<file path="config.mk">
export PLATFORM = sky130hd
export DESIGN_NAME = eth_mac_stat_quad
export DESIGN_NICKNAME = d
export VERILOG_FILES = /design/src/design/eth_stat_pkg.sv /design/src/design/stat_msg_if.sv /design/src/design/eth_mac_stat_quad.sv /design/src/design/stat_arb_mux.sv /design/src/design/stat_counter_bank.sv
export SDC_FILE = /design/constraint.sdc
export NUM_CORES = 1
export LEC_CHECK = 0
export BUFFER_PORTS_ARGS = -buffer_cell sky130_fd_sc_hd__buf_2
export CORE_ASPECT_RATIO = 1.75
export CORE_UTILIZATION = 54
export CTS_CLUSTER_DIAMETER = 80
export CTS_CLUSTER_SIZE = 10
export DETAILED_ROUTE_END_ITERATION = 6
export HOLD_SLACK_MARGIN = 0.03
export PLACE_DENSITY_LB_ADDON = 0.08
export SYNTH_ARGS = -nofsm -noshare
export SYNTH_HDL_FRONTEND = slang
export SYNTH_SLANG_ARGS = --single-unit
</file>
<file path="constraint.sdc">
create_clock -name stat_clk -period 8.3 [get_ports stat_clk]
set_input_delay 0.415 -clock stat_clk [delete_from_list [all_inputs] [get_ports stat_clk]]
set_output_delay 0.415 -clock stat_clk [all_outputs]
set_load 0.005 [all_outputs]
</file>
<file path="src/design/eth_stat_pkg.sv">
// Ethernet statistics definitions
`default_nettype none

package eth_stat_pkg;

    localparam int CH_CNT = 4;
    localparam int STAT_PER_CH = 3;
    localparam int STAT_BANK_CNT = CH_CNT * STAT_PER_CH;
    localparam int STAT_UPDATE_PERIOD = 64;

    // Receive ids follow the transmit ids
    localparam int STAT_RX_ID_BASE = 12;

    localparam int STAT_IDX_W = $clog2(STAT_BANK_CNT);
    localparam int STAT_TIMER_W = $clog2(STAT_UPDATE_PERIOD);

    typedef logic [3:0] stat_byte_t;
    typedef logic [15:0] stat_val_t;
    typedef logic [7:0] stat_id_t;

    // Counter kind within a channel
    typedef enum logic [1:0] {
        BYTES = 2'd0,
        GOOD  = 2'd1,
        BAD   = 2'd2
    } stat_kind_e;

    typedef enum logic {
        SCAN_IDLE,
        SCAN_RUN
    } scan_state_e;

endpackage

`default_nettype wire

</file>
<file path="src/design/stat_msg_if.sv">
// Statistic message channel
`timescale 1ns/1ps
`default_nettype none

interface stat_msg_if;
    import eth_stat_pkg::*;

    logic      valid;
    logic      ready;
    stat_id_t  id;
    stat_val_t value;

    modport src (
        output valid,
        output id,
        output value,
        input  ready
    );

    modport snk (
        input  valid,
        input  id,
        input  value,
        output ready
    );

endinterface

`default_nettype wire

</file>
<file path="src/design/eth_mac_stat_quad.sv">
// Quad MAC statistics path
`timescale 1ns/1ps
`default_nettype none

module eth_mac_stat_quad (
    input  wire logic                                                 stat_clk,
    input  wire logic                                                 rst_n,

    // Transmit events
    input  wire eth_stat_pkg::stat_byte_t [eth_stat_pkg::CH_CNT-1:0] tx_stat_byte,
    input  wire logic [eth_stat_pkg::CH_CNT-1:0]                      tx_pkt_good,
    input  wire logic [eth_stat_pkg::CH_CNT-1:0]                      tx_pkt_bad,

    // Receive events
    input  wire eth_stat_pkg::stat_byte_t [eth_stat_pkg::CH_CNT-1:0] rx_stat_byte,
    input  wire logic [eth_stat_pkg::CH_CNT-1:0]                      rx_pkt_good,
    input  wire logic [eth_stat_pkg::CH_CNT-1:0]                      rx_pkt_bad,

    // Statistics stream
    output wire logic                                                 m_axis_stat_tvalid,
    input  wire logic                                                 m_axis_stat_tready,
    output wire eth_stat_pkg::stat_id_t                               m_axis_stat_tid,
    output wire eth_stat_pkg::stat_val_t                              m_axis_stat_tdata
);
    import eth_stat_pkg::*;

    stat_msg_if tx_msg ();
    stat_msg_if rx_msg ();

    stat_counter_bank #(
        .ID_BASE(0)
    ) tx_bank (
        .stat_clk(stat_clk),
        .rst_n(rst_n),
        .byte_cnt(tx_stat_byte),
        .pkt_good(tx_pkt_good),
        .pkt_bad(tx_pkt_bad),
        .msg(tx_msg)
    );

    stat_counter_bank #(
        .ID_BASE(STAT_RX_ID_BASE)
    ) rx_bank (
        .stat_clk(stat_clk),
        .rst_n(rst_n),
        .byte_cnt(rx_stat_byte),
        .pkt_good(rx_pkt_good),
        .pkt_bad(rx_pkt_bad),
        .msg(rx_msg)
    );

    stat_arb_mux stat_mux (
        .stat_clk(stat_clk),
        .rst_n(rst_n),
        .s_tx(tx_msg),
        .s_rx(rx_msg),
        .m_valid(m_axis_stat_tvalid),
        .m_ready(m_axis_stat_tready),
        .m_id(m_axis_stat_tid),
        .m_value(m_axis_stat_tdata)
    );

endmodule

`default_nettype wire

</file>
<file path="src/design/stat_arb_mux.sv">
// Round-robin statistics multiplexer
`timescale 1ns/1ps
`default_nettype none

module stat_arb_mux (
    input  wire logic                    stat_clk,
    input  wire logic                    rst_n,
    stat_msg_if.snk                      s_tx,
    stat_msg_if.snk                      s_rx,
    output logic                         m_valid,
    input  wire logic                    m_ready,
    output eth_stat_pkg::stat_id_t       m_id,
    output eth_stat_pkg::stat_val_t      m_value
);

    logic out_free;
    logic grant_rx;
    logic last_rx;
    logic take;

    // Output register empty or emptying on this edge
    assign out_free = !m_valid || m_ready;

    always_comb begin
        if (s_tx.valid && s_rx.valid) begin
            // Both request so alternate
            grant_rx = !last_rx;
        end else begin
            grant_rx = s_rx.valid;
        end
    end

    assign s_tx.ready = out_free && !grant_rx;
    assign s_rx.ready = out_free && grant_rx;

    assign take = out_free && (s_tx.valid || s_rx.valid);

    always_ff @(posedge stat_clk) begin
        if (!rst_n) begin
            m_valid <= 1'b0;
            last_rx <= 1'b0;
        end else begin
            if (take) begin
                m_valid <= 1'b1;
                last_rx <= grant_rx;
            end else if (m_ready) begin
                m_valid <= 1'b0;
            end
        end
    end

    always_ff @(posedge stat_clk) begin
        if (take) begin
            m_id <= grant_rx ? s_rx.id : s_tx.id;
            m_value <= grant_rx ? s_rx.value : s_tx.value;
        end
    end

endmodule

`default_nettype wire

</file>
<file path="src/design/stat_counter_bank.sv">
// Statistics counter bank
`timescale 1ns/1ps
`default_nettype none

module stat_counter_bank #(
    parameter int ID_BASE = 0
) (
    input  wire logic                                                 stat_clk,
    input  wire logic                                                 rst_n,
    input  wire eth_stat_pkg::stat_byte_t [eth_stat_pkg::CH_CNT-1:0] byte_cnt,
    input  wire logic [eth_stat_pkg::CH_CNT-1:0]                      pkt_good,
    input  wire logic [eth_stat_pkg::CH_CNT-1:0]                      pkt_bad,
    stat_msg_if.src                                                   msg
);
    import eth_stat_pkg::*;

    stat_val_t             cnt [STAT_BANK_CNT];
    stat_val_t             inc [STAT_BANK_CNT];
    scan_state_e           state;
    logic [STAT_IDX_W-1:0] idx;
    logic [STAT_TIMER_W-1:0] timer;
    logic                  timer_hit;
    logic                  capture;
    logic                  advance;

    function automatic stat_val_t sat_add(stat_val_t a, stat_val_t b);
        logic [$bits(stat_val_t):0] sum;
        sum = {1'b0, a} + {1'b0, b};
        return sum[$bits(stat_val_t)] ? '1 : sum[$bits(stat_val_t)-1:0];
    endfunction

    // Event inputs laid out by the id rule
    always_comb begin
        for (int ch = 0; ch < CH_CNT; ch++) begin
            inc[ch*STAT_PER_CH + int'(BYTES)] = stat_val_t'(byte_cnt[ch]);
            inc[ch*STAT_PER_CH + int'(GOOD)] = stat_val_t'(pkt_good[ch]);
            inc[ch*STAT_PER_CH + int'(BAD)] = stat_val_t'(pkt_bad[ch]);
        end
    end

    assign timer_hit = (timer == STAT_TIMER_W'(STAT_UPDATE_PERIOD - 1));

    // Nonzero counter at the scan index moves into the message
    assign capture = (state == SCAN_RUN) && !msg.valid && (cnt[idx] != '0);

    // Zero counters pass in one cycle, others on the handshake
    assign advance = (state == SCAN_RUN) &&
                     (msg.valid ? msg.ready : (cnt[idx] == '0));

    always_ff @(posedge stat_clk) begin
        if (!rst_n) begin
            for (int i = 0; i < STAT_BANK_CNT; i++) begin
                cnt[i] <= '0;
            end
        end else begin
            for (int i = 0; i < STAT_BANK_CNT; i++) begin
                if (capture && idx == STAT_IDX_W'(i)) begin
                    // Restart from this cycle's event
                    cnt[i] <= inc[i];
                end else begin
                    cnt[i] <= sat_add(cnt[i], inc[i]);
                end
            end
        end
    end

    // Flush timer and scan FSM
    always_ff @(posedge stat_clk) begin
        if (!rst_n) begin
            state <= SCAN_IDLE;
            idx <= '0;
            timer <= '0;
            msg.valid <= 1'b0;
        end else begin
            timer <= timer_hit ? '0 : timer + 1'b1;

            if (capture) begin
                msg.valid <= 1'b1;
            end else if (msg.valid && msg.ready) begin
                msg.valid <= 1'b0;
            end

            case (state)
                SCAN_IDLE: begin
                    if (timer_hit) begin
                        state <= SCAN_RUN;
                        idx <= '0;
                    end
                end
                SCAN_RUN: begin
                    if (advance) begin
                        if (idx == STAT_IDX_W'(STAT_BANK_CNT - 1)) begin
                            state <= SCAN_IDLE;
                            idx <= '0;
                        end else begin
                            idx <= idx + 1'b1;
                        end
                    end
                end
                default: begin
                    state <= SCAN_IDLE;
                end
            endcase
        end
    end

    // Message fields held until the handshake
    always_ff @(posedge stat_clk) begin
        if (capture) begin
            msg.id <= stat_id_t'(ID_BASE) + stat_id_t'(idx);
            msg.value <= cnt[idx];
        end
    end

endmodule

`default_nettype wire

</file>
==> tab_implementation.tex <==
\begin{tabular}{lr}
\hline
Metric & Value \\
\hline
\multicolumn{2}{l}{\textbf{Outcome}} \\
\quad Result of the run & complete, no violations \\
\multicolumn{2}{l}{\textbf{Logic synthesis}} \\
\quad Area share of the largest cell type after synthesis & 45.6\% \\
\quad Number of library cell types mapped by synthesis & 66 \\
\quad Number of storage elements in the synthesis netlist & 480 \\
\quad Cell taking the most area after synthesis & sky130\_fd\_sc\_hd\_\_edfxtp\_1 \\
\quad Mean Syn Cell Area & 11.2 µm² \\
\quad Most numerous cell types in the synthesized netlist & 446 x sky130\_fd\_sc\_hd\_\_edfxtp\_1, 206 x sky130\_fd\_sc\_hd\_\_nand2\_1, 197 x sky130\_fd\_sc\_hd\_\_nor2\_1, 171 x sky130\_fd\_sc\_hd\_\_a21oi\_1, 138 x sky130\_fd\_sc\_hd\_\_xnor2\_1 \\
\quad Top\_reg\_cell synth & sky130\_fd\_sc\_hd\_\_edfxtp\_1 \\
\quad EDFF count, synth & 446 \\
\quad Post-synthesis instance total & 2632 \\
\quad Sequential fraction of the synthesis area & 47.9\% \\
\quad Number of warnings reported in the yosys synthesis log & 0 \\
\quad Largest cells by area after synthesis & sky130\_fd\_sc\_hd\_\_edfxtp\_1 46\%, sky130\_fd\_sc\_hd\_\_xnor2\_1 4.1\%, sky130\_fd\_sc\_hd\_\_a21oi\_2 3.8\% \\
\quad Async set-reset flop share out of synthesis & 0\% \\
\quad Post-synthesis instance area & 29400 µm² \\
\quad Library cell with the highest instance count after synthesis & sky130\_fd\_sc\_hd\_\_edfxtp\_1 \\
\multicolumn{2}{l}{\textbf{CTS}} \\
\quad CTS buffer count & 53 \\
\quad Count of hold-fix buffers inserted at cts & 0 \\
\quad Number of sinks handled by clock tree synthesis & 480 \\
\quad Depth of the CTS H-tree & 2 \\
\quad Clock root buffer & sky130\_fd\_sc\_hd\_\_clkbuf\_16 \\
\quad CTS tree & yes \\
\quad CTS Buffer Depth & 3 \\
\quad Post-CTS Setup Repair Bufs & 0 \\
\quad Clock slew seen by the registers of the worst setup and hold paths & 0.06 ns \\
\quad Clock latency of the later-clocked register in the worst-skew pair & 0.61 ns \\
\quad Count of instances resized after the clock tree is built & 0 \\
\multicolumn{2}{l}{\textbf{Layout}} \\
\quad Utilization of the core after routing & 61.5\% \\
\quad Net count reported at finish & 3176 \\
\quad Area delta synth->final & 11.9\% \\
\quad Layout cell share with drive strength beyond 1 & 14.5\% \\
\multicolumn{2}{l}{\textbf{Timing}} \\
\quad Minimum clock period & 4.50 ns \\
\quad Max Fclk & 0.222 GHz \\
\quad Share of the clock period used by the worst path after layout & 54.2\% \\
\quad Relative max-transition margin & 17.4\% \\
\quad Setup tns final & 0 ns \\
\quad Final setup violation count & 0 \\
\quad RSZ-0062 raised after global routing & no \\
\quad Largest clock skew in the final design & 0.0273 ns \\
\quad Pins Over Slew Limit & 0 \\
\quad Final count of hold timing violations & 0 \\
\quad Worst-margin pin slew & 1.24 ns \\
\multicolumn{2}{l}{\textbf{GRT}} \\
\quad All-layer global routing usage & 29.8\% \\
\quad GRT overflow & 0 \\
\quad Pin count of the biggest net entering global routing & 53 \\
\quad Initial antenna violation count & 0 \\
\quad Number of global-route vias before repair & 21900 \\
\quad First-pass GRT wire length & 125 mm \\
\multicolumn{2}{l}{\textbf{Routing}} \\
\quad Total via count in the routed design & 21600 \\
\quad Residual antenna-violating net count after detailed routing & 0 \\
\quad Routed via count divided by cell count & 5.77 \\
\quad Post-Route WL & 81.6 mm \\
\quad Drt drc & 0 \\
\quad Post-detailed-route wirelength per cell & 21.8 µm \\
\quad Number of detailed-route iterations in the first pass & 5 \\
\quad Initial DRC Count & 1462 \\
\multicolumn{2}{l}{\textbf{Critical path}} \\
\quad Setup crit start kind & flip-flop \\
\quad Delay-heaviest family, CP & simple AND/OR/NAND/NOR gates \\
\quad R2R cell count & 9 \\
\quad CP required & 8.62 ns \\
\quad Worst path slowest cell & sky130\_fd\_sc\_hd\_\_dfxtp\_1 \\
\quad Slowest stage delay, CP & 1.04 ns \\
\quad Critical setup path kind & reg -> reg \\
\quad Bufs and invs on worst path & 1 \\
\quad Largest fanout on the critical path & 27 \\
\quad Stages on the worst setup path & 9 \\
\quad Critical Path End Type & flip-flop \\
\quad Crit path cell chain & nor2\_1 > a22o\_1 > o31ai\_1 > nor4\_2 > a41oi\_4 > buf\_4 > nand3\_1 > nand2\_1 > nor3\_1 \\
\quad Critical Path AT & 4.82 ns \\
\multicolumn{2}{l}{\textbf{Die}} \\
\quad Die Area & 55400 µm² \\
\quad Core ar. & 53500 µm² \\
\quad DIE WIDTH & 178 µm \\
\quad Chip Height & 311 µm \\
\quad Number of placement rows & 112 \\
\quad Starting utilization of the core area & 54.9\% \\
\quad Boundary Pins & 76 \\
\multicolumn{2}{l}{\textbf{Placement}} \\
\quad Number of port buffers & 72 \\
\quad Weighted congestion reported at the end of routability-driven placement & 1.07 \\
\quad Sum of net half-perimeters after detailed placement & 62.6 mm \\
\multicolumn{2}{l}{\textbf{Worst hold path}} \\
\quad Class of the tightest hold or removal check & in -> reg \\
\quad Hold path depth & 2 \\
\multicolumn{2}{l}{\textbf{Pwr}} \\
\quad Combinational power share & 9.9\% \\
\quad Power dissipated by switching net loads & 1.47 mW \\
\quad Power per Cell Area & 173 nW/µm² \\
\quad Cell internal power dissipation & 4.24 mW \\
\quad Clock power frac & 37.4\% \\
\quad VDD IR-drop max & 0.000162 V \\
\quad Sequential fraction of design power & 52.7\% \\
\quad Fraction of power spent switching nets & 25.7\% \\
\quad Leakage power of the design & 12.1 nW \\
\multicolumn{2}{l}{\textbf{Job}} \\
\quad Max-cap viol count & 0 \\
\hline
\end{tabular}
[layer usage]
| metal | vias up | GRT usage, % | wire (µm) |
|---|---|---|---|
| met5 | - | 0 | 0 |
| met4 | 0 | 18.7 | 5870 |
| met3 | 196 | 3.38 | 3330 |
| met2 | 587 | 54.4 | 42800 |
| met1 | 10500 | 32.1 | 29700 |
| li1 | 10300 | - | - |
[worst reg2reg max path: cells and delay by family (launching register included)]
family	cells	cell delay [ns]
AOI/OAI and AO/OA	3	1.27
buffers and inverters	1	0.46
DFF	1	1.04
and+or+nand+nor	5	1.44
[power groups by stage]
stage	Combinational [mW]	Clock [mW]	Sequential [mW]
3_3_place_gp	0.536	0	3.04
5_1_grt	0.630	2.25	3.02
3_5_place_dp	0.555	0	3.05
2_1_floorplan	0.440	0	2.96
4_1_cts	0.559	2.17	3.00
6_report	0.564	2.14	3.00
[area by class of cell]
class                   count  area, µm²
diodes                      1       2.50
clock buffers              78       1440
clock inverters             1       16.3
fillers                  4489      20600
inverters                  67        251
multi-input cells        2357      15800
flip-flops and latches    480      14100
well taps                 684        856
repair buffers             81        430
[path summary, 6_finish.rpt]
kind	slack [ns]	from	to
min reg2reg	0.45	rx_bank.timer[0]	rx_bank.timer[0]
min	0.17	rx_stat_byte[10]	rx_bank.cnt[6][2]
max	3.80	flip-flop	rx_bank.cnt[5][14]
max reg2reg	3.80	flip-flop	rx_bank.cnt[5][14]
[cells by family (layout without fill, tap and decap cells)]
group,after synthesis,count (layout),synth area share [%]
buf+inv,180,227,3.29
simple gates,872,872,15.4
fa+ha+maj,85,85,3.82
other cells,2,388,0.0256
xor+xnor,261,261,7.78
flops,480,480,47.9
compound gates,548,548,13.1
mux,204,204,8.67
[sequential cells by signal, indices dropped and copies added, names as in the netlist, 4 cells and up, named ones only]
name / count
stat_mux.m_value: 16
stat_mux.m_id: 5
rx_bank.idx: 4
tx_bank.msg.value: 16
rx_bank.msg.value: 16
rx_bank.timer: 6
tx_bank.idx: 4
rx_bank.cnt: 192
rx_bank.msg.id: 5
tx_bank.cnt: 192
tx_bank.timer: 6
tx_bank.msg.id: 4
[layout by cell type (no fill, tap or decap), types with 46 or more instances in the layout]
master / count
sky130_fd_sc_hd__clkbuf_16: 54
sky130_fd_sc_hd__buf_2: 71
sky130_fd_sc_hd__xor2_1: 123
sky130_fd_sc_hd__mux2i_1: 88
sky130_fd_sc_hd__nand4_1: 51
sky130_fd_sc_hd__inv_1: 66
sky130_fd_sc_hd__a21oi_1: 171
sky130_fd_sc_hd__nand2_1: 206
sky130_fd_sc_hd__nor3_1: 46
sky130_fd_sc_hd__and3_1: 82
sky130_fd_sc_hd__edfxtp_1: 446
sky130_fd_sc_hd__conb_1: 387
sky130_fd_sc_hd__mux2_2: 84
sky130_fd_sc_hd__nor2_1: 196
sky130_fd_sc_hd__a21oi_2: 129
sky130_fd_sc_hd__ha_1: 77
sky130_fd_sc_hd__xnor2_1: 138
sky130_fd_sc_hd__nand3_1: 118
[metrics by stage]
step                total power [mW]  instances  worst slack [ns]  hold WS (ns)  area (µm²)
floorplan                       3.40       3017              5.49         0.418       30800
global placement                3.58       3669              3.91         0.426       31400
detailed placement              3.60       3669              3.84         0.438       31400
CTS                             5.73       3748              3.79         0.142       32900
global route                    5.89       3748              3.52         0.157       32900
finish                          5.70       3749              3.80         0.170       32900
No activity file was read; power rests on OpenSTA's default activity.
